## config.mk

```make
export PLATFORM = sky130hd
export DESIGN_NAME = gac_execute
export DESIGN_NICKNAME = d
export VERILOG_FILES = /design/src/gac_pkg.sv /design/src/gac_execute.sv
export VERILOG_INCLUDE_DIRS = /design/src /design/src/include
export SDC_FILE = /design/constraint.sdc
export NUM_CORES = 1
export LEC_CHECK = 0
export ABC_AREA = 0
export BUFFER_PORTS_ARGS = -buffer_cell sky130_fd_sc_hd__buf_2
export CORE_ASPECT_RATIO = 0.5
export CORE_MARGIN = 3
export CORE_UTILIZATION = 25
export CTS_BUF_LIST = sky130_fd_sc_hd__clkbuf_4
export CTS_CLUSTER_DIAMETER = 50
export DETAILED_ROUTE_END_ITERATION = 7
export PLACE_DENSITY = 0.52
export SLEW_MARGIN = 15
export SYNTH_ARGS = -nofsm -noshare
export SYNTH_HDL_FRONTEND = slang
export SYNTH_SLANG_ARGS = --single-unit
```

## constraint.sdc

```tcl
create_clock -name clk -period 2.6 [get_ports clk]
set_clock_uncertainty 0.2 [all_clocks]
set_input_delay 0 -clock clk [delete_from_list [all_inputs] [get_ports clk]]
set_output_delay 0 -clock clk [all_outputs]
set_load 0.01 [all_outputs]
```

## src/include/gac_defines.svh

```systemverilog
// group action classifier constants

`ifndef GAC_DEFINES_SVH
`define GAC_DEFINES_SVH

// ********************
// module ids
// ********************

`define GAC_LOCAL_MID 8'd4 // packets for this stage
`define GAC_NEXT_MID 8'd5 // stage after the classifier

// ********************
// ingress buffering
// ********************

`define GAC_DATA_DEPTH 512 // packet words
`define GAC_MD_DEPTH 32 // metadata words

// free entries still left when almost-full rises
`define GAC_ALF_MARGIN 8

`endif

```

## src/gac_pkg.sv

```systemverilog
// group action classifier types

`default_nettype none

package gac_pkg;

	typedef logic [133:0] pkt_word_t;
	typedef logic [1:0] marker_t;
	typedef logic [7:0] mid_t;
	typedef logic [5:0] port_t;
	typedef logic [7:0] tbl_addr_t;
	typedef logic [31:0] action_t; // code 31:28, id 7:0, port 5:0

	localparam marker_t MARK_TAIL = 2'b10;

	// metadata word, msb first
	typedef struct packed {
		logic pkt_src;
		logic pkt_des;
		port_t in_port;
		logic [1:0] out_type;
		port_t out_port;
		logic [2:0] prio; // forwarding priority
		logic discard;
		logic [19:0] rsv_hi;
		mid_t dmid;
		logic [21:0] rsv_mid;
		tbl_addr_t index;
		logic [49:0] rsv_lo;
	} md_t;

	// other codes forward with the next id
	typedef enum logic [3:0] {
		ACT_CPU_FIXED = 4'd1,
		ACT_CPU_POLL = 4'd2,
		ACT_PORT = 4'd3,
		ACT_SET_MID = 4'd4
	} act_code_e;

	typedef struct packed {
		md_t md;
		action_t action;
		logic hit;
	} dec_item_t;

	typedef struct packed {
		md_t md;
		logic keep_first; // foreign id, first word untouched
	} hdr_item_t;

	typedef enum logic [2:0] {
		DEC_IDLE,
		DEC_LOOKUP,
		DEC_WAIT,
		DEC_ISSUE,
		DEC_BUSY
	} dec_state_e;

	typedef enum logic [2:0] {
		CFG_IDLE,
		CFG_WRITE,
		CFG_READ,
		CFG_WAIT,
		CFG_ACK
	} cfg_state_e;

endpackage

`default_nettype wire

```

## src/gac_execute.sv

```systemverilog
// action execution on metadata

`default_nettype none

`include "gac_defines.svh"

module gac_execute (
	input wire logic clk,
	input wire logic rst_n,
	input wire gac_pkg::dec_item_t dec,
	input wire logic dec_valid,
	input wire gac_pkg::port_t max_cpuid,
	output gac_pkg::hdr_item_t hdr,
	output logic hdr_valid
);
	import gac_pkg::*;

	act_code_e code;
	md_t md_new;
	port_t poll_id; // next cpu thread for polling
	port_t poll_inc;
	logic poll_step;

	assign code = act_code_e'(dec.action[31:28]);
	assign poll_inc = poll_id + 6'd1;
	assign poll_step = dec_valid && dec.hit && (code == ACT_CPU_POLL);

	always_comb begin
		md_new = dec.md;
		md_new.dmid = mid_t'(`GAC_NEXT_MID);
		case (code)
			ACT_CPU_FIXED: begin
				md_new.pkt_des = 1'b1;
				md_new.out_type = 2'd1;
				md_new.out_port = dec.action[5:0];
			end
			ACT_CPU_POLL: begin
				md_new.pkt_des = 1'b1;
				md_new.out_type = 2'd2;
				md_new.out_port = poll_id;
			end
			ACT_PORT: begin
				md_new.pkt_des = 1'b0;
				md_new.out_type = 2'd0;
				md_new.out_port = dec.action[5:0];
			end
			ACT_SET_MID: begin
				md_new.pkt_des = 1'b1;
				md_new.out_type = 2'd0;
				md_new.dmid = dec.action[7:0]; // out_port kept
			end
			default: ; // plain forward
		endcase
	end

	always_ff @(posedge clk or negedge rst_n) begin
		if (!rst_n) begin
			hdr_valid <= 1'b0;
			poll_id <= '0;
		end else begin
			hdr_valid <= dec_valid;
			if (poll_step)
				poll_id <= (poll_inc < max_cpuid) ? poll_inc : '0;
		end
	end

	always_ff @(posedge clk) begin
		if (dec_valid) begin
			hdr.md <= dec.hit ? md_new : dec.md;
			hdr.keep_first <= !dec.hit;
		end
	end

endmodule

`default_nettype wire

```

==> results of run 1 <==
kinds of logic after synthesis:
group           synth area share [%]
simple gates                    5.35
xor+xnor                       0.937
flops                           86.6
fa+ha+maj                       1.61
compound gates                  4.76
buf+inv                        0.749
through the flow:
| stage | utilization [%] | hold slack, ns |
|---|---|---|
| 3_5_place_dp | 35.9 | -0.349 |
| 3_3_place_gp | 35.9 | -0.353 |
| 2_1_floorplan | - | -0.496 |
==> flow_metrics.py, run 1 <==
metrics = {
    "run_status": {
        "outcome": "did not finish",
        "lastStage": "clock tree synthesis (4_1_cts)",
        "error": "[ERROR RSZ-0060] Max buffer count reached.",
    },
    "floorplanning": {
        "ios": 300,
        "die_x_um": 199,
        "rows": 34,
        "die_h_um": 103,
        "floorplan.initialDensity_pct": 26.2,
    },
    "placed_design": {
        "port_buffers": 279,
        "routabilityCongestion": 0.780,
        "place_ws_ns": 0.194,
        "placed_area_mm2": 0.00640,
        "dpl.hpwl_mm": 10.8,
        "placed_cells": 751,
    },
    "synth": {
        "synth-seq-area-share_pct": 86.6,
        "synthArstFlopShare_pct": 5.15,
        "synth.distinct_cells": 34,
        "yosys_warnings": 0,
        "yosysTopAreaCellShare_pct": 82.8,
        "syn_area_mm2": 0.00468,
        "synth_seq_cells": 136,
        "yosysMostFrequentCell": "edfxtp_1",
        "syn_nets": 412,
        "synthCells": 236,
        "synth_edf_count": 129,
        "yosys-top-cells-count": "129 x edfxtp_1, 19 x nand2_1, 8 x inv_1, 8 x nor2_1",
        "ys.flop_type": "edfxtp_1",
        "avgSynthCellArea_um2": 19.8,
        "yosys.area.top_type": "edfxtp_1",
        "synth_area_leaders": "edfxtp_1 83%, dfrtp_1 3.7%, ha_1 1.6%, nand2_1 1.5%, a22o_1 1.1%",
    },
    "clock_network": {
        "htree_levels": 4,
        "post-cts-setup-buffer-count": 0,
        "cts_hold_buf": 158,
        "cts_root_buffer": "clkbuf_4",
        "cts.sinks": 136,
        "cts.repair.resized": 0,
        "numCtsBuffers": 17,
        "cts.path.max_buffers": 2,
    },
}
==> inputs of run 2 (changes only) <==
--- a/config.mk
+++ b/config.mk
@@ -8,13 +8,10 @@
 export LEC_CHECK = 0
 export ABC_AREA = 0
 export BUFFER_PORTS_ARGS = -buffer_cell sky130_fd_sc_hd__buf_2
-export CORE_ASPECT_RATIO = 0.5
 export CORE_MARGIN = 3
-export CORE_UTILIZATION = 25
-export CTS_BUF_LIST = sky130_fd_sc_hd__clkbuf_4
-export CTS_CLUSTER_DIAMETER = 50
+export CORE_UTILIZATION = 20
 export DETAILED_ROUTE_END_ITERATION = 7
-export PLACE_DENSITY = 0.52
+export PLACE_DENSITY_LB_ADDON = 0.15
 export SLEW_MARGIN = 15
 export SYNTH_ARGS = -nofsm -noshare
 export SYNTH_HDL_FRONTEND = slang
==> run 2 against run 1 <==
  * The flow now finishes without violations
  * Synthesized cell count unchanged
  * Synthesized area unchanged
==> flow_metrics.py, run 2 <==
metrics = {
    "synth": {
        "ys.flop_type": "edfxtp_1",
        "avgSynthCellArea_um2": 19.8,
        "synthArstFlopShare_pct": 5.15,
        "synth_area_leaders": "edfxtp_1 83%, dfrtp_1 3.7%, ha_1 1.6%, nand2_1 1.5%, a22o_1 1.1%",
        "yosys.area.top_type": "edfxtp_1",
        "syn_area_mm2": 0.00468,
        "yosysMostFrequentCell": "edfxtp_1",
        "synth-seq-area-share_pct": 86.6,
        "synth.distinct_cells": 34,
        "yosys-top-cells-count": "129 x edfxtp_1, 19 x nand2_1, 8 x inv_1, 8 x nor2_1",
        "synth_seq_cells": 136,
        "synthCells": 236,
        "yosys_warnings": 0,
        "syn_nets": 412,
        "yosysTopAreaCellShare_pct": 82.8,
        "synth_edf_count": 129,
    },
    "floorplanning": {
        "floorplan.initialDensity_pct": 20.5,
        "rows": 55,
        "die-area_mm2": 0.0252,
        "ios": 300,
        "die_h_um": 159,
        "core_mm2": 0.0228,
        "die_x_um": 159,
    },
    "layout": {
        "reg_top3": "hdr: 129 flops, poll_id: 6 flops, hdr_valid: 1 flops",
        "largest_register_ffs": 129,
        "antenna_cells": 0,
        "max_flop_register": "hdr",
        "layout_commonest_cell": "buf_2",
        "nets": 868,
        "layout_common_cells": "278 x buf_2, 157 x dlygate4sd3_1, 129 x edfxtp_1",
        "area_delta_synth_final_pct": 84.7,
        "drive_gt1_share_pct": 44.8,
        "instances_no_fill": 1018,
    },
    "setup_path": {
        "worstSetupPathType": "register to register",
        "rr_worst_depth": 8,
        "cp-start-kind": "register",
        "reg2reg_slack_ns": 0.11,
        "crit_arrival_ns": 2.63,
        "r2r_end": "poll_id[3]",
        "required_ns": 2.73,
        "crit_fanout": 5,
        "r2r_start": "poll_id[1]",
        "endpoint_kind": "register",
    },
    "pwr": {
        "seqPwrFrac_pct": 46.4,
        "internal_power_mw": 4.33,
        "p_switching_mw": 1.37,
        "leakage_nw": 3.68,
        "clkPwrFrac_pct": 40.6,
        "switching_share_pct": 24.1,
        "vdd_drop_max_uv": 353,
        "cellPowerDensity_mw_per_mm2": 660,
        "p_comb_share_pct": 13.0,
    },
    "sta": {
        "hold_violations": 0,
        "period_minus_slack_ns": 2.49,
        "finalSetupTns_ns": 0,
        "period_share_pct": 95.9,
        "setup_ws_ns": 0.107,
        "slew_headroom_pct": 54.8,
        "rsz0062_at_grt": "no",
        "maxSlewViolCount": 0,
        "worst_slew_pin_slew_ns": 0.678,
        "setup_violations": 0,
        "max_freq_ghz": 0.401,
    },
    "run_status": {
        "outcome": "finished clean",
    },
    "drt": {
        "detail_route.first_pass.iterations": 4,
        "drtIter0Drc": 178,
        "drtAntennaViolNets": 0,
        "viasPerCell": 3.79,
        "vias": 3855,
        "wl_per_cell_um": 15.7,
        "totalWireLength_mm": 16.0,
        "drc": 0,
    },
    "worst_hold_path": {
        "holdPathEnd": "poll_id[2]",
        "hold_path_class": "primary input to register",
        "hold_start": "max_cpuid[4]",
        "min_delay_path_depth": 6,
    },
    "clock_network": {
        "cts.path.max_buffers": 2,
        "cts_root_buffer": "clkbuf_16",
        "htree_levels": 4,
        "cts_tree": "yes",
        "cts.sinks": 136,
        "post-cts-setup-buffer-count": 0,
        "clock_latency_ns": 0.41,
        "clkTransAtPathRegs_ns": 0.06,
        "numCtsBuffers": 17,
    },
    "global_routing": {
        "grt_pass1_vias": 4255,
        "antenna_found_initial": 0,
        "grt_max_degree": 114,
        "gr-total-overflow": 0,
        "grt_pass1_wl_mm": 24.7,
        "track_usage_pct": 12.6,
    },
    "placed_design": {
        "placed_cells": 829,
        "port_buffers": 279,
        "place_ws_ns": 0.0928,
        "dpl.hpwl_mm": 11.4,
        "routabilityCongestion": 0.743,
    },
    "run": {
        "max_cap_violations": 0,
    },
}
==> run 2: worst max-delay path by stage <==
stage | cells past startpoint | slack, ns | start | endpoint
2_1_floorplan | 9 | 0.37 | poll_id[2] | poll_id[3]
3_3_place_gp | 8 | 0.16 | poll_id[2] | poll_id[1]
3_5_place_dp | 8 | 0.09 | poll_id[2] | poll_id[3]
4_1_cts | 8 | 0.06 | poll_id[2] | poll_id[3]
5_1_grt | 8 | 0.01 | poll_id[1] | poll_id[0]
6_report | 8 | 0.11 | poll_id[1] | poll_id[3]
==> run 2: cell type report <==
type                    count  area [um2]
repair buffers            438        3000
clock buffers              17         425
fillers                  2184       14100
flip-flops and latches    136        4050
multi-input cells          91         592
clock inverters            15         144
inverters                   8        30.0
well taps                 313         392
==> run 2: metal layers <==
layer  wire length [um]  part of all wire, %  track usage (%)  up-vias
met4                308                  1.9             4.46        0
met3               1090                  6.8             4.70       19
li1                   -                    -                -     1837
met1               6270                   39             13.7     1841
met5                  0                    0                0        -
met2               8300                   52             22.6      158
==> run 2: power groups by stage <==
stage / Clock (mW) / Combinational (mW) / Sequential (mW)
global placement: 0 / 0.552 / 2.68
detailed placement: 0 / 0.554 / 2.68
finish: 2.31 / 0.742 / 2.64
CTS: 2.40 / 0.752 / 2.64
floorplan: 0 / 0.0782 / 2.78
global route: 2.49 / 0.805 / 2.65
==> run 2: cells by family after synthesis <==
family          synth area share, %
simple gates                   5.35
flops                          86.6
buf+inv                       0.749
xor+xnor                      0.937
fa+ha+maj                      1.61
compound gates                 4.76
==> run 2: stage by stage <==
step	util [%]	hold slack, ns	total power [mW]	cell area (um2)
6_report	37.9	0.0998	5.70	8630
2_1_floorplan	-	-0.496	2.86	4680
5_1_grt	37.9	0.0823	5.95	8630
3_3_place_gp	28.5	-0.339	3.23	6490
3_5_place_dp	28.5	-0.338	3.24	6490
4_1_cts	37.9	0.0700	5.79	8630
==> run 2: timing repair <==
action / in CTS / in global routing
endpoints found under the hold margin: 159 / 0
resized for setup: 0 / 1
hold buffers: 157 / 0
endpoints found under the setup margin: 0 / 4
==> run 2: critical path, stage by stage (launching register included) <==
cell	delay, ns
dfrtp_1	0.43
ha_1	0.25
nand3_1	0.11
xnor2_1	0.24
ha_1	0.29
and4_1	0.16
o21a_1	0.14
or3b_4	0.43
o21ai_1	0.16
Power figures use the tool's default switching activity.
