### config.mk
export PLATFORM = sky130hd
export DESIGN_NAME = gac_result
export DESIGN_NICKNAME = d
export VERILOG_FILES = /design/src/include/gac_defines.svh /design/src/gac_pkg.sv /design/src/gac_result.sv
export SDC_FILE = /design/constraint.sdc
export NUM_CORES = 1
export LEC_CHECK = 0
export ABC_AREA = 1
export BUFFER_PORTS_ARGS = -buffer_cell sky130_fd_sc_hd__buf_2
export CAP_MARGIN = 20
export CORE_AREA = 2 2 159 161
export DETAILED_ROUTE_END_ITERATION = 12
export DIE_AREA = 0 0 161 163
export HOLD_SLACK_MARGIN = 0.08
export PLACE_DENSITY = 0.63
export SYNTH_ARGS = -nofsm -noshare
export SYNTH_HDL_FRONTEND = slang
export SYNTH_SLANG_ARGS = --single-unit
### constraint.sdc
create_clock -name clk -period 8.2 [get_ports clk]
set_input_delay 2.05 -clock clk [delete_from_list [all_inputs] [get_ports clk]]
set_output_delay 2.05 -clock clk [all_outputs]
set_load 0.02 [all_outputs]
### src/include/gac_defines.svh
// group action classifier constants

`ifndef GAC_DEFINES_SVH
`define GAC_DEFINES_SVH

// ********************
// module ids
// ********************

`define GAC_LOCAL_MID 8'd4 // packets for this stage
`define GAC_NEXT_MID 8'd5 // stage after the classifier

// ********************
// ingress buffering
// ********************

`define GAC_DATA_DEPTH 512 // packet words
`define GAC_MD_DEPTH 32 // metadata words

// free entries still left when almost-full rises
`define GAC_ALF_MARGIN 8

`endif

### src/gac_pkg.sv
// group action classifier types

`default_nettype none

package gac_pkg;

	typedef logic [133:0] pkt_word_t;
	typedef logic [1:0] marker_t;
	typedef logic [7:0] mid_t;
	typedef logic [5:0] port_t;
	typedef logic [7:0] tbl_addr_t;
	typedef logic [31:0] action_t; // code 31:28, id 7:0, port 5:0

	localparam marker_t MARK_TAIL = 2'b10;

	// metadata word, msb first
	typedef struct packed {
		logic pkt_src;
		logic pkt_des;
		port_t in_port;
		logic [1:0] out_type;
		port_t out_port;
		logic [2:0] prio; // forwarding priority
		logic discard;
		logic [19:0] rsv_hi;
		mid_t dmid;
		logic [21:0] rsv_mid;
		tbl_addr_t index;
		logic [49:0] rsv_lo;
	} md_t;

	// other codes forward with the next id
	typedef enum logic [3:0] {
		ACT_CPU_FIXED = 4'd1,
		ACT_CPU_POLL = 4'd2,
		ACT_PORT = 4'd3,
		ACT_SET_MID = 4'd4
	} act_code_e;

	typedef struct packed {
		md_t md;
		action_t action;
		logic hit;
	} dec_item_t;

	typedef struct packed {
		md_t md;
		logic keep_first; // foreign id, first word untouched
	} hdr_item_t;

	typedef enum logic [2:0] {
		DEC_IDLE,
		DEC_LOOKUP,
		DEC_WAIT,
		DEC_ISSUE,
		DEC_BUSY
	} dec_state_e;

	typedef enum logic [2:0] {
		CFG_IDLE,
		CFG_WRITE,
		CFG_READ,
		CFG_WAIT,
		CFG_ACK
	} cfg_state_e;

endpackage

`default_nettype wire

### src/gac_result.sv
// packet output with rewritten header

`default_nettype none

module gac_result (
	input wire logic clk,
	input wire logic rst_n,
	input wire gac_pkg::hdr_item_t hdr,
	input wire logic hdr_valid,
	input wire gac_pkg::pkt_word_t data_head,
	output logic data_pop,
	output logic pkt_done,
	output logic result_busy,
	output gac_pkg::pkt_word_t out_data,
	output logic out_data_wr,
	output logic out_valid
);
	import gac_pkg::*;

	marker_t head_mark;
	logic busy_q; // body words still to copy
	logic moving;
	logic is_tail;

	assign head_mark = data_head[133:132];
	assign is_tail = (head_mark == MARK_TAIL);
	assign moving = hdr_valid || busy_q;
	assign data_pop = moving; // one word per cycle, never paused
	assign result_busy = moving;
	assign pkt_done = moving && is_tail;

	always_ff @(posedge clk or negedge rst_n) begin
		if (!rst_n) begin
			busy_q <= 1'b0;
			out_data_wr <= 1'b0;
			out_valid <= 1'b0;
		end else begin
			out_data_wr <= moving;
			out_valid <= pkt_done; // rides with the tail word
			if (pkt_done)
				busy_q <= 1'b0;
			else if (hdr_valid)
				busy_q <= 1'b1;
		end
	end

	always_ff @(posedge clk) begin
		if (moving) begin
			// top six bits hold marker and byte info, rest is metadata
			if (hdr_valid && !hdr.keep_first)
				out_data <= {data_head[133:128], hdr.md};
			else
				out_data <= data_head;
		end
	end

	// decode must not issue a header while a packet streams
	a_one_in_flight: assert property (@(posedge clk) disable iff (!rst_n)
		hdr_valid |-> !busy_q);

endmodule

`default_nettype wire

==> impl_results.md, run 1 <==
* Placed cells at 1,269
* Count of pins over their slew limit at 0
* Kind of critical path: input port to output pin
* First-pass GRT wire length at 27.39 mm
* Max-cap violations at 0
* Via/cell ratio at 4.241
* Synth warnings at 0
* Worst Setup SP: hdr_valid
* Post-CTS Setup Bufs at 0
* Worst Hold Class: flip-flop to flip-flop
* Biggest area consumer among synthesized cells: edfxtp_1
* Cts hold-fix bufs at 0
* Core area at 0.02467 sq mm
* RSZ-0062 raised after global routing: no
* Least-Margin Pin Slew at 0.7654 ns
* H-tree depth at 4
* Num CTS Buffers at 17
* Final nets at 1,224
* Initial Util at 0.2422
* Pre-Repair DR Iteration Count at 6
* Sequential fraction of the synthesis area at 0.6858
* Most frequent cells in the layout: 403 x buf_2, 257 x nand2_1, 134 x edfxtp_1
* Top cells by area, synth: edfxtp_1 67%, nand2_1 16%, nand3_1 11%
* Io pins at 405
* CTS Root Cell: clkbuf_16
* Post-route ant nets at 0
* Layout cells sized above 1 at 0.4552
* Antenna violations before repair at 0
* Final Hold Violating Endpoints at 0
* Clk_skew at 0.008634 ns
* Vias in the first global route at 5,155
* Resize count post-CTS at 0
* DIE AREA at 0.02624 sq mm
* Initial DRC count at 284
* DIE WIDTH at 161 um
* Reg2reg start: busy_q$_DFFE_PN0P_
* Slew HR at 0.4898
* Power Density at 226.2 mW/mm^2
* Total gr overflow at 0
* Leak at 4.499 nW
* CTS Buffer Depth at 2
* Post-synth top area share at 0.6732
* FF+latch count, synth at 137
* Clock transition at the registers of the reported paths at 0.06 ns
* DP Worst Slack at 2.614 ns
* Mean Syn Cell Area at 10.45 sq um
* Minimum clock period after layout at 5.548 ns
* Crit share post-route at 0.6766
* DRC viols at 0
* Reg2Reg Depth at 4
* Setup WS post-layout at 2.652 ns
* Worst-Skew Late Latency at 0.40 ns
* WL final at 18.71 mm
* Total negative slack at 0 ns
* Placer congestion estimate at 0.8579
* Overall power at 2.007 mW
* Via count at 5,518
* Die H at 163 um
* Per-cell routed wire length at 14.38 um
* Worst VDD drop at 0.1037 mV
* Final setup viols at 0
* Largest net degree at the start of global routing at 73
* Total GRT Usage at 0.1359
* R2R Path End: out_data[60]$_DFFE_PP_
* Critical Path RT at 6.15 ns
* Num rows at 58
* FMAX at 0.1802 GHz
* Synth unique cells at 9
* Syn Nets at 838
* Crit path to: data_pop
* Hpwl dp at 14.10 mm
* Outcome: complete, no violations
* Ant diodes at 0
* Area growth from synthesis to layout at 48.44%
* CP startpoint kind: input port
* CTS tree: built
* Port bufs at 404
* R2R Setup Slk at 5.72 ns
* # clock sinks at 137
* Commonest non-fill, non-tap cell in the layout: buf_2
* Finished Layout Cells at 1,301
* Worst endpoint data arrival time at 3.50 ns
* Mapped Cells at 572
* Largest fanout on the critical path at 65
* CP endpoint kind: output pin
* Post-Syn Area at 0.005977 sq mm
-- final cells by class --
cell class / count / area, sq um
tap: 330 / 412.9
inverter: 3 / 18.77
timing repair buffer: 410 / 2090
clock buffer: 21 / 450.4
sequential: 137 / 4099
multi-input combinational: 389 / 1629
clock inverter: 11 / 172.7
fill: 2505 / 15800
-- flip-flops by register name, summed over array words and instances, names as in the netlist --
signal,flops
out_data_wr,1
busy_q,1
out_data,134
out_valid,1
-- report_power, final --
group	leakage (nW)	internal, mW	switching [mW]	total, mW
Clock	0.302	0.519	0.284	0.803
Sequential	1.43	0.853	0.0161	0.869
Combinational	2.77	0.117	0.219	0.335
-- stage by stage --
step                utilization  hold WS, ns  cell area [sq um]
CTS                      0.3596       0.6512               8872
global route             0.3596       0.6829               8872
finish                   0.3596       0.6347               8872
global placement         0.3332       0.6612               8222
floorplan                     -       0.4912               5977
detailed placement       0.3343       0.6330               8249
-- worst min path at each step --
| stage | startpoint | endpoint | slack (ns) | depth (start not counted) |
|---|---|---|---|---|
| 2_1_floorplan | busy_q$_DFFE_PN0P_ | busy_q$_DFFE_PN0P_ | 0.49 | 2 |
| 3_3_place_gp | busy_q$_DFFE_PN0P_ | out_valid$_DFF_PN0_ | 0.66 | 2 |
| 3_5_place_dp | busy_q$_DFFE_PN0P_ | out_valid$_DFF_PN0_ | 0.63 | 2 |
| 4_1_cts | busy_q$_DFFE_PN0P_ | out_valid$_DFF_PN0_ | 0.65 | 2 |
| 5_1_grt | busy_q$_DFFE_PN0P_ | out_valid$_DFF_PN0_ | 0.68 | 2 |
| 6_report | busy_q$_DFFE_PN0P_ | out_valid$_DFF_PN0_ | 0.63 | 2 |
-- synth_stat cells --
| library cell | n |
|---|---|
| nor2_1 | 2 |
| inv_1 | 3 |
| dfrtp_1 | 3 |
| edfxtp_1 | 134 |
| nand2_1 | 258 |
| a21oi_1 | 1 |
| nand3_1 | 128 |
| buf_2 | 31 |
| buf_4 | 12 |
-- worst max-delay path: stages --
cell    delay [ns]
buf_4         0.53
nor2_1        0.28
inv_6         0.34
buf_2         0.24
-- layer usage --
layer,wire [um],track usage,share of wire,vias to the layer above
li1,-,-,-,2718
met1,7349,0.1578,0.39,2474
met2,9396,0.2359,0.50,297
met3,1601,0.04125,0.086,29
met4,363,0.05317,0.019,0
met5,0,0,0,-
-- cell families (layout without fill, tap and decap cells) --
family                 count (synthesis)  after routing  share of synthesized area
AND/OR/NAND/NOR                      388            388                     0.2705
AO/OA/AOI/OAI                          1              1                  0.0008365
buffers and inverters                 46            445                    0.04291
flip-flops                           137            137                     0.6858
(Power assumes the default switching activity.)
==> run 2: changes to the inputs <==
Settings changed: CORE_AREA 2 2 159 161 to 2 2 158 160, DIE_AREA 0 0 161 163 to 0 0 160 162, PLACE_DENSITY 0.63 to 0.65.
Clock period 8.2 ns to 5.1 ns, I/O delays scaled along.
==> impl_results.md, run 2 (synthesized netlist as in run 1, its figures left out) <==
* Clock transition at the registers of the reported paths at 0.06 ns
* Via/cell ratio at 4.297
* DIE WIDTH at 160 um
* DRC viols at 0
* Largest net degree at the start of global routing at 136
* CP startpoint kind: input port
* Port bufs at 404
* Placer congestion estimate at 0.8376
* Initial Util at 0.2479
* Clock share of power at 0.384
* R2R Setup Slk at 3.36 ns
* Final core occ at 0.3657
* Highest routed layer: met4
* Reg2Reg Depth at 3
* Crit share post-route at 0.6738
* Worst endpoint data arrival time at 2.16 ns
* Reg area at 0.004099 sq mm
* Max-cap violations at 0
* CTS Root Cell: clkbuf_16
* Number of flip-flops in the largest register at 134
* Comb power frac at 0.171
* Worst Setup SP: hdr_valid
* Clk_skew at 0.01272 ns
* Die H at 162 um
* Setup WS post-layout at 1.663 ns
* Count of pins over their slew limit at 0
* Worst-Skew Late Latency at 0.41 ns
* Worst VDD drop at 0.1784 mV
* Int Pwr at 2.282 mW
* Via count at 5,565
* Critical Path RT at 3.83 ns
* Core area at 0.02411 sq mm
* Slew HR at 0.4188
* Placed Area at 0.008240 sq mm
* DP Worst Slack at 1.607 ns
* Num rows at 57
* Minimum clock period after layout at 3.437 ns
* Final Hold Violating Endpoints at 0
* Wire length on met2 at 9.902 mm
* Switching Fraction at 0.2751
* Met1 wire length at 7.703 mm
* Placed cells at 1,263
* Resize count post-CTS at 0
* Post-route ant nets at 0
* Power Density at 357.1 mW/mm^2
* Worst Hold Class: flip-flop to flip-flop
* Least-Margin Pin Slew at 0.8717 ns
* Io pins at 405
* Final nets at 1,224
* Design Area, Final at 0.008815 sq mm
* Most frequent cells in the layout: 403 x buf_2, 257 x nand2_1, 134 x edfxtp_1
* Reg2reg start: busy_q$_DFFE_PN0P_
* Layout cells sized above 1 at 0.4562
* CP endpoint kind: output pin
* Biggest register: out_data
* Num CTS Buffers at 17
* Total GRT Usage at 0.1447
* First-pass GRT wire length at 28.92 mm
* Total gr overflow at 0
* CTS Buffer Depth at 2
* Finished Layout Cells at 1,295
* Antenna violations before repair at 0
* DIE AREA at 0.02592 sq mm
* Kind of critical path: input port to output pin
* Initial DRC count at 393
* Final setup viols at 0
* RSZ-0062 raised after global routing: no
* WL final at 19.54 mm
* Fillcell total at 2,472
* Met3 WL at 1.469 mm
* Vias in the first global route at 5,333
* Ant diodes at 0
* Pre-Repair DR Iteration Count at 4
* Hpwl dp at 14.35 mm
* Per-cell routed wire length at 15.09 um
* Area of the multi-input gates at 0.001637 sq mm
* H-tree depth at 4
* FMAX at 0.2910 GHz
* Hold Crit Depth at 2
* Leak at 4.457 nW
* Commonest non-fill, non-tap cell in the layout: buf_2
* CTS tree: built
* Psw at 0.8657 mW
* Post-CTS Setup Bufs at 0
* Hold_sp: busy_q$_DFFE_PN0P_
* Seq pwr share at 0.444
* Largest fanout on the critical path at 26
* Area growth from synthesis to layout at 47.48%
* # clock sinks at 137
* Cts hold-fix bufs at 0
* Outcome: complete, no violations
==> run 2: cell count changes in the layout (fill, tap and decap cells not counted), moves of 2 or more <==
cell / change
bufinv_16: -2
clkinvlp_4: +5
clkbuf_1: -2
clkinv_4: -3
clkinv_1: +2
inv_6: +2
==> run 2: path summary, 6_finish.rpt <==
kind	end
setup / recovery	result_busy
hold / removal	busy_q$_DFFE_PN0P_
setup reg to reg	out_data[7]$_DFFE_PP_
hold reg to reg	busy_q$_DFFE_PN0P_
max in group asynchronous	out_data_wr$_DFF_PN0_
min in group asynchronous	out_valid$_DFF_PN0_
==> run 2: metrics by stage <==
step | hold slack [ns] | total power [mW] | setup TNS, ns
final | 0.5659 | 3.147 | 0
after global placement | 0.5554 | 1.961 | 0
after floorplan | 0.5320 | 1.719 | -0.01204
after global routing | 0.6166 | 3.290 | 0
after detailed placement | 0.5506 | 1.970 | 0
after CTS | 0.5648 | 3.201 | 0
==> run 2: layout make-up <==
| class | count | area share |
|---|---|---|
| Timing Repair Buffer | 410 | 0.2362 |
| Clock buffer | 18 | 0.04869 |
| Tap cell | 324 | 0.04599 |
| Clock inverter | 14 | 0.01647 |
| Sequential cell | 137 | 0.4650 |
| Multi-Input combinational cell | 389 | 0.1857 |
| Inverter | 3 | 0.001987 |
==> run 2: metal layers <==
layer / vias to the layer above / global-route usage
li1: 2722 / -
met1: 2564 / 0.1607
met2: 247 / 0.2548
met3: 32 / 0.05235
met4: 0 / 0.05446
met5: - / 0
==> run 2: power by group through the flow <==
stage | sequential, mW | clock (mW) | combinational (mW)
final | 1.40 | 1.21 | 0.539
after global routing | 1.41 | 1.29 | 0.588
after CTS | 1.40 | 1.25 | 0.549
after detailed placement | 1.42 | 0 | 0.548
after global placement | 1.42 | 0 | 0.541
after floorplan | 1.58 | 0 | 0.143
==> run 2: critical path, cell delays in order <==
cell        delay (ns)
buf_4             0.22
nor2_4            0.19
clkinvlp_4        0.24
buf_2             0.24
