==> src/include/gac_defines.svh <==
// group action classifier constants

`ifndef GAC_DEFINES_SVH
`define GAC_DEFINES_SVH

// ********************
// module ids
// ********************

`define GAC_LOCAL_MID 8'd4 // packets for this stage
`define GAC_NEXT_MID 8'd5 // stage after the classifier

// ********************
// ingress buffering
// ********************

`define GAC_DATA_DEPTH 512 // packet words
`define GAC_MD_DEPTH 32 // metadata words

// free entries still left when almost-full rises
`define GAC_ALF_MARGIN 8

`endif

==> src/gac_pkg.sv <==
// group action classifier types

`default_nettype none

package gac_pkg;

	typedef logic [133:0] pkt_word_t;
	typedef logic [1:0] marker_t;
	typedef logic [7:0] mid_t;
	typedef logic [5:0] port_t;
	typedef logic [7:0] tbl_addr_t;
	typedef logic [31:0] action_t; // code 31:28, id 7:0, port 5:0

	localparam marker_t MARK_TAIL = 2'b10;

	// metadata word, msb first
	typedef struct packed {
		logic pkt_src;
		logic pkt_des;
		port_t in_port;
		logic [1:0] out_type;
		port_t out_port;
		logic [2:0] prio; // forwarding priority
		logic discard;
		logic [19:0] rsv_hi;
		mid_t dmid;
		logic [21:0] rsv_mid;
		tbl_addr_t index;
		logic [49:0] rsv_lo;
	} md_t;

	// other codes forward with the next id
	typedef enum logic [3:0] {
		ACT_CPU_FIXED = 4'd1,
		ACT_CPU_POLL = 4'd2,
		ACT_PORT = 4'd3,
		ACT_SET_MID = 4'd4
	} act_code_e;

	typedef struct packed {
		md_t md;
		action_t action;
		logic hit;
	} dec_item_t;

	typedef struct packed {
		md_t md;
		logic keep_first; // foreign id, first word untouched
	} hdr_item_t;

	typedef enum logic [2:0] {
		DEC_IDLE,
		DEC_LOOKUP,
		DEC_WAIT,
		DEC_ISSUE,
		DEC_BUSY
	} dec_state_e;

	typedef enum logic [2:0] {
		CFG_IDLE,
		CFG_WRITE,
		CFG_READ,
		CFG_WAIT,
		CFG_ACK
	} cfg_state_e;

endpackage

`default_nettype wire

==> src/gac_decode.sv <==
// packet start and table lookup

`default_nettype none

`include "gac_defines.svh"

module gac_decode (
	input wire logic clk,
	input wire logic rst_n,
	input wire logic pkt_avail,
	input wire logic md_empty,
	input wire gac_pkg::md_t md_head,
	input wire logic out_alf,
	input wire logic result_busy,
	output logic md_pop,
	output gac_pkg::tbl_addr_t lookup_addr,
	input wire gac_pkg::action_t lookup_data,
	output gac_pkg::dec_item_t dec,
	output logic dec_valid
);
	import gac_pkg::*;

	dec_state_e state;
	md_t md_q;
	logic hit_q;
	logic start;
	logic local_hit;

	// out_alf only matters here, a started packet runs to its tail
	assign start = (state == DEC_IDLE) && pkt_avail && !md_empty && !out_alf && !result_busy;
	assign local_hit = (md_head.dmid == mid_t'(`GAC_LOCAL_MID));
	assign md_pop = start;

	always_ff @(posedge clk or negedge rst_n) begin
		if (!rst_n) begin
			state <= DEC_IDLE;
			dec_valid <= 1'b0;
		end else begin
			dec_valid <= (state == DEC_ISSUE);
			case (state)
				DEC_IDLE: begin
					if (start)
						state <= local_hit ? DEC_LOOKUP : DEC_ISSUE;
				end
				DEC_LOOKUP: state <= DEC_WAIT; // table read stage 1
				DEC_WAIT: state <= DEC_ISSUE; // table read stage 2
				DEC_ISSUE: state <= DEC_BUSY;
				default: begin
					// hold until the result stage has taken the packet
					if (result_busy)
						state <= DEC_IDLE;
				end
			endcase
		end
	end

	always_ff @(posedge clk) begin
		if (start) begin
			md_q <= md_head;
			hit_q <= local_hit;
			lookup_addr <= md_head.index;
		end
		if (state == DEC_ISSUE) begin
			dec.md <= md_q;
			dec.action <= hit_q ? lookup_data : '0;
			dec.hit <= hit_q;
		end
	end

endmodule

`default_nettype wire

==> config.mk <==
export PLATFORM = sky130hd
export DESIGN_NAME = gac_decode
export DESIGN_NICKNAME = d
export VERILOG_FILES = /design/src/gac_pkg.sv /design/src/gac_decode.sv
export VERILOG_INCLUDE_DIRS = /design/src /design/src/include
export SDC_FILE = /design/constraint.sdc
export NUM_CORES = 1
export LEC_CHECK = 0
export BUFFER_PORTS_ARGS = -buffer_cell sky130_fd_sc_hd__buf_2
export CORE_MARGIN = 2
export CORE_UTILIZATION = 52
export DETAILED_ROUTE_END_ITERATION = 16
export GPL_TIMING_DRIVEN = 0
export PLACE_DENSITY = 0.8
export SYNTH_ARGS = -nofsm -noshare
export SYNTH_HDL_FRONTEND = slang
export SYNTH_SLANG_ARGS = --single-unit
==> constraint.sdc <==
create_clock -name clk -period 17.9 [get_ports clk]
set_clock_uncertainty 0.05 [all_clocks]
set_input_delay 0.895 -clock clk [delete_from_list [all_inputs] [get_ports clk]]
set_output_delay 0.895 -clock clk [all_outputs]
set_load 0.005 [all_outputs]
==> results.yml, run 1 <==
setup_path:
  required_ns: 16.96
  crit_arrival_ns: 3.47
  crit_fanout: 38
  r2r_cells: 4
  startpoint_type: "input port"
  r2r_end: "md_q[102]"
  reg2reg_from: "state[1]"
  crit_start: "md_empty"
  crit_path_end_kind: "primary output"
  worstSetupPathType: "in2out"
  regToRegSetupSlack_ns: 15.28
synthesis:
  synth.avg_cell_area_um2: 26.0
  synthDistinctLibCells: 19
  yosys_register_bits: 294
  yosys_warnings: 0
  ys_seq_area_share_pct: 95.9
  netlist_instances: 353
  netlist_area_mm2: 0.00919
  synth_fp_nets: 519
floorplanning:
  num_rows: 48
  die_width_um: 137
  ios: 337
  fp.dieH_um: 137
  fp.dieArea_mm2: 0.0187
  core_mm2: 0.0173
  start_util_pct: 53.1
placement:
  place.gp.congestion: 0.765
  portBuffers: 336
  dp_hpwl_um: 12800
  place_area_mm2: 0.0113
clock_tree:
  clock_latency_ns: 0.52
  post_cts_buffers: 0
  cts_buffers: 28
  numClockSinks: 294
  hold_buffers: 0
  cts_tree: "done"
  htreeDepth: 1
  root_buffer: "clkbuf_16"
  ctsLongestPathBuffers: 3
  cts_resized: 0
  clkTransAtPathRegs_ns: 0.06
min_path:
  min_path_type: "in2async"
drt:
  avgViaCountPerCell: 4.76
  wl_per_cell_um: 18.7
  wirelength_um: 18200
  drc_errors: 0
  ant_nets: 0
  drt-initial-drc-count: 277
  firstDrtPassIters: 4
  vias: 4620
final_layout:
  fillCellCount: 1079
  final_cell_area_mm2: 0.0122
  seq_area_mm2: 0.00881
  layout.nets: 890
  multi_input_area_um2: 317
  drive_above_1_share_pct: 52.8
  area_growth_pct: 32.9
power:
  powerDensity_mw_per_mm2: 137
  switching_power_uw: 371
  irDropWorstVdd_mv: 0.106
  power_frac_comb_pct: 11.2
  power.share.clock_pct: 35.1
  swShare_pct: 22.2
  p_leak_uw: 0.00470
  intPower_uw: 1300
  seqPwrFrac_pct: 53.7
sta:
  slew_viol_final: 0
  rsz0062_at_grt: "false"
  finalHoldViolCount: 0
  setup_viol: 0
  period_share_pct: 24.7
  worstMarginPinSlew_ns: 0.983
  fin_tns_setup_ns: 0
  fmax_ghz: 0.226
  fin_crit_ns: 4.42
  relSlewSlack_pct: 34.3
global_route:
  grt_antenna_before_repair: 3
  grt_pass1_wl_um: 25600
  grt_pass1_vias: 4775
  grt_max_degree: 77
  grtUsageTotal_pct: 18.4
  overflow: 0
run:
  max_cap_viol_count: 0
status:
  run_status: "completed"
[cells by family (layout without fill, tap and decap cells)]
kind of cell / count (synthesis) / after routing / synth area share, %
AND/OR/NAND/NOR: 44 / 44 / 3.02
buffers and inverters: 12 / 404 / 0.817
AO/OA/AOI/OAI: 3 / 3 / 0.286
other: 0 / 1 / 0
flip-flops: 294 / 294 / 95.9
[layout by cell type (no fill, tap or decap), types with 2 or more instances in the layout]
cell,instances
edfxtp_1,290
clkbuf_16,29
nor2_1,2
buf_2,336
clkinv_1,4
and2_1,32
buf_4,8
bufinv_16,4
buf_12,3
buf_16,2
dfrtp_1,4
clkbuf_1,10
clkinv_2,6
[registers in the layout, summed over array words and instances (netlist names)]
signal / cells
dec: 161
md_q: 128
hit_q: 1
dec_valid: 1
state: 3
[final cells by class]
class | count | share of cell area [%]
Sequential cell | 294 | 72.2
Antenna cell | 1 | 0.0205
Timing Repair Buffer | 341 | 14.7
Buffer | 11 | 0.584
Clock buffer | 36 | 6.16
Inverter | 1 | 0.0308
Tap cell | 225 | 2.31
Multi-Input combinational cell | 47 | 2.59
Clock inverter | 15 | 1.42
[critical path, stage by stage]
cell and delay (ns):
buf_2 0.10, or4b_1 0.54, or3_1 0.40, nor2_4 0.77, buf_12 0.31, buf_12 0.25, buf_2 0.15
[routing by layer]
| metal | up-vias | global-route usage, % | part of all wire, % |
|---|---|---|---|
| li1 | 2129 | - | - |
| met1 | 2186 | 20.1 | 34 |
| met2 | 255 | 32.1 | 51 |
| met3 | 48 | 6.63 | 11 |
| met4 | 2 | 7.85 | 3.6 |
| met5 | - | 0 | 0.071 |
[cells in the mapped netlist]
cell type,instances,area [µm²]
inv_1,1,3.75
a22o_1,1,8.76
edfxtp_1,290,8710
nor4_1,1,6.26
and3_1,1,6.26
or2_2,1,6.26
nor2b_1,1,6.26
dfrtp_1,4,100
or3_1,1,6.26
o22ai_2,1,12.5
a21oi_1,1,5.00
nor2_1,3,11.3
or2b_1,1,7.51
buf_4,8,60.1
and4b_1,1,10.0
nor3b_1,1,7.51
clkbuf_1,3,11.3
and2_1,32,200
or4b_1,1,10.0
[per-stage QoR]
stage	util, %	hold WS, ns	setup WS [ns]	total power, µW	std cells
after floorplan	-	0.350	9.76	991	353
after global placement	64.5	0.350	6.94	1100	914
after detailed placement	65.2	0.355	13.46	1100	919
after CTS	70.6	0.0973	13.46	1690	970
after global routing	70.6	0.0929	13.28	1740	970
final	70.6	0.112	13.48	1670	971
[worst max path at each step]
stage | end | depth (start not counted)
after global placement | md_pop | 5
after detailed placement | md_pop | 7
after floorplan | md_pop | 3
final | md_pop | 7
after CTS | md_pop | 7
after global routing | md_pop | 7
[power groups by stage]
| stage | Combinational [µW] | Clock [µW] | Sequential, µW |
|---|---|---|---|
| finish | 187 | 587 | 898 |
| global placement | 170 | 0 | 935 |
| floorplan | 52.1 | 0 | 939 |
| detailed placement | 190 | 0 | 912 |
| global route | 207 | 624 | 906 |
| CTS | 192 | 599 | 899 |
Note: power is estimated with default switching activity, not from simulation.
==> inputs of run 2 (changes only) <==
--- a/config.mk
+++ b/config.mk
@@ -8,10 +8,10 @@
 export LEC_CHECK = 0
 export BUFFER_PORTS_ARGS = -buffer_cell sky130_fd_sc_hd__buf_2
 export CORE_MARGIN = 2
-export CORE_UTILIZATION = 52
+export CORE_UTILIZATION = 44
 export DETAILED_ROUTE_END_ITERATION = 16
 export GPL_TIMING_DRIVEN = 0
-export PLACE_DENSITY = 0.8
+export PLACE_DENSITY = 0.72
 export SYNTH_ARGS = -nofsm -noshare
 export SYNTH_HDL_FRONTEND = slang
 export SYNTH_SLANG_ARGS = --single-unit
==> constraint.sdc (replaced) <==
create_clock -name clk -period 3.8 [get_ports clk]
set_clock_uncertainty 0.05 [all_clocks]
set_input_delay 0.19 -clock clk [delete_from_list [all_inputs] [get_ports clk]]
set_output_delay 0.19 -clock clk [all_outputs]
set_load 0.005 [all_outputs]
==> run 2 against run 1 <==
Compared with the run above:
- wire length increased by 15%
- critical path depth decreased by 2
- largest power group unchanged
- global-route usage up 0.098 points
- largest cell class unchanged
- sequential share of layout area fell by 8.6 points
- first-iteration DRC count down 32%
==> results.yml, run 2 (same netlist as run 1, synthesis figures left out) <==
status:
  run_status: "completed"
run:
  max_cap_viol_count: 0
setup_path:
  crit_fanout: 36
  critPathBufInv: 3
  required_ns: 3.56
  cpPeakStageDelay_ns: 0.45
  crit_family: "buffers and inverters"
  crit_arrival_ns: 2.17
  crit_path_end_kind: "primary output"
  critPathSlowestCell: "or3_1"
  startpoint_type: "flop"
  crit_chain: "or3_1 -> nor2_4 -> buf_12 -> buf_12 -> buf_2"
  path_common_cell: "buf_12"
  worstSetupPathType: "reg2out"
drt:
  avgViaCountPerCell: 4.55
  wirelength_um: 20800
  firstDrtPassIters: 4
  drc_errors: 0
  ant_nets: 0
  wl_per_cell_um: 17.6
  vias: 5382
  drt-initial-drc-count: 187
global_route:
  grt_max_degree: 62
  grtUsageTotal_pct: 18.5
  grt_antenna_before_repair: 5
  grt_pass1_wl_um: 31300
  overflow: 0
  grt_pass1_vias: 5953
clock_tree:
  clkTransAtPathRegs_ns: 0.06
  cts_tree: "done"
  root_buffer: "clkbuf_16"
  cts_resized: 0
  numClockSinks: 294
  ctsLongestPathBuffers: 3
  htreeDepth: 1
  cts_buffers: 29
  clock_latency_ns: 0.52
  post_cts_buffers: 0
placement:
  dp_hpwl_um: 12400
  place.gp.congestion: 0.744
  portBuffers: 336
  place_inst: 965
final_layout:
  largestRegisters: "dec: 161 flops, md_q: 128 flops, state: 3 flops"
  layout.nets: 1054
  stdcell_count: 1184
  largest_register_ffs: 161
  mostFrequentLayoutCell: "buf_2"
  drive_above_1_share_pct: 43.1
  multi_input_area_um2: 317
  seq_area_mm2: 0.00881
  fin_util_pct: 68.1
  most-common-layout-cells: "buf_2 (336), edfxtp_1 (290), dlygate4sd3_1 (162), and2_1 (32), clkbuf_16 (29)"
  largest_register: "dec"
  area_growth_pct: 50.9
  fillCellCount: 1244
floorplanning:
  ios: 337
  die_width_um: 149
  num_rows: 52
  fp.dieH_um: 149
  core_mm2: 0.0204
  start_util_pct: 45.1
  fp.dieArea_mm2: 0.0221
power:
  swShare_pct: 22.9
  seqPwrFrac_pct: 53.4
  irDropWorstVdd_mv: 0.370
  intPower_uw: 6120
  power_frac_comb_pct: 12.9
  switching_power_uw: 1810
  powerDensity_mw_per_mm2: 572
  p_leak_uw: 0.00536
  power.share.clock_pct: 33.7
sta:
  slew_viol_final: 0
  worstMarginPinSlew_ns: 0.898
  period_share_pct: 63.3
  finalHoldViolCount: 0
  fmax_ghz: 0.415
  setup_viol: 0
  rsz0062_at_grt: "false"
  relSlewSlack_pct: 40.1
  fin_crit_ns: 2.41
min_path:
  min_path_type: "in2reg"
-- run 2: cell count changes in the layout (fill, tap and decap cells not counted), moves of 2 or more --
cell,before,now
dlygate4sd3_1,0,162
clkbuf_1,10,14
diode_2,1,4
buf_12,3,5
bufinv_16,4,2
clkinv_2,6,4
-- run 2: final timing paths --
path,start,cells after the start,endpoint,slack [ns]
max reg2reg,state[1],5,md_q[36],1.72
min reg2reg,md_q[48],0,dec[81],0.37
max,state[1],5,md_pop,1.39
max in group asynchronous,rst_n,3,state[2],2.97
min in group asynchronous,rst_n,3,dec_valid,0.55
min,result_busy,3,state[0],0.04
-- run 2: area by class of cell --
cell class / count / share of cell area [%]
Inverter: 1 / 0.0271
Sequential cell: 294 / 63.5
Multi-Input combinational cell: 47 / 2.28
Buffer: 11 / 0.514
Antenna cell: 4 / 0.0722
Clock inverter: 13 / 0.866
Timing Repair Buffer: 504 / 24.7
Clock buffer: 40 / 5.53
Tap cell: 270 / 2.44
-- run 2: layer usage --
layer  track usage, %  vias to the layer above  wire length, µm
li1                 -                     2462                -
met1             20.5                     2605             7630
met2             33.4                      258            10800
met3             5.55                       55             1680
met4             7.00                        2              686
met5                0                        -               13
-- run 2: through the flow --
| stage | hold WS [ns] | setup slack, ns | total power [µW] | setup TNS, ns | cell area (µm²) |
|---|---|---|---|---|---|
| 2_1_floorplan | -0.156 | 0.291 | 4620 | 0 | 9200 |
| 3_3_place_gp | -0.0507 | -0.725 | 5140 | -75.85 | 11200 |
| 3_5_place_dp | -0.0469 | 1.31 | 5170 | 0 | 11300 |
| 4_1_cts | 0.0215 | 1.38 | 7970 | 0 | 13900 |
| 5_1_grt | 0.0360 | 1.27 | 8230 | 0 | 13900 |
| 6_report | 0.0368 | 1.39 | 7930 | 0 | 13900 |
-- run 2: worst register-to-register path: stages, from the launching register on --
cell and delay, ns:
dfrtp_1 0.42, or3_1 0.45, nor2_4 0.13, buf_12 0.22, buf_12 0.24, buf_12 0.24
-- run 2: power by group through the flow --
stage          Clock, µW  Sequential, µW  Combinational (µW)
6_report            2670            4240                1020
5_1_grt             2850            4270                1110
4_1_cts             2720            4230                1020
3_5_place_dp           0            4290                 884
3_3_place_gp           0            4330                 806
2_1_floorplan          0            4370                 247
-- run 2: timing repair --
| item | CTS | global route |
|---|---|---|
| hold buffers | 162 | 0 |
| endpoints found under the setup margin | 0 | 0 |
| endpoints found under the hold margin | 164 | 0 |
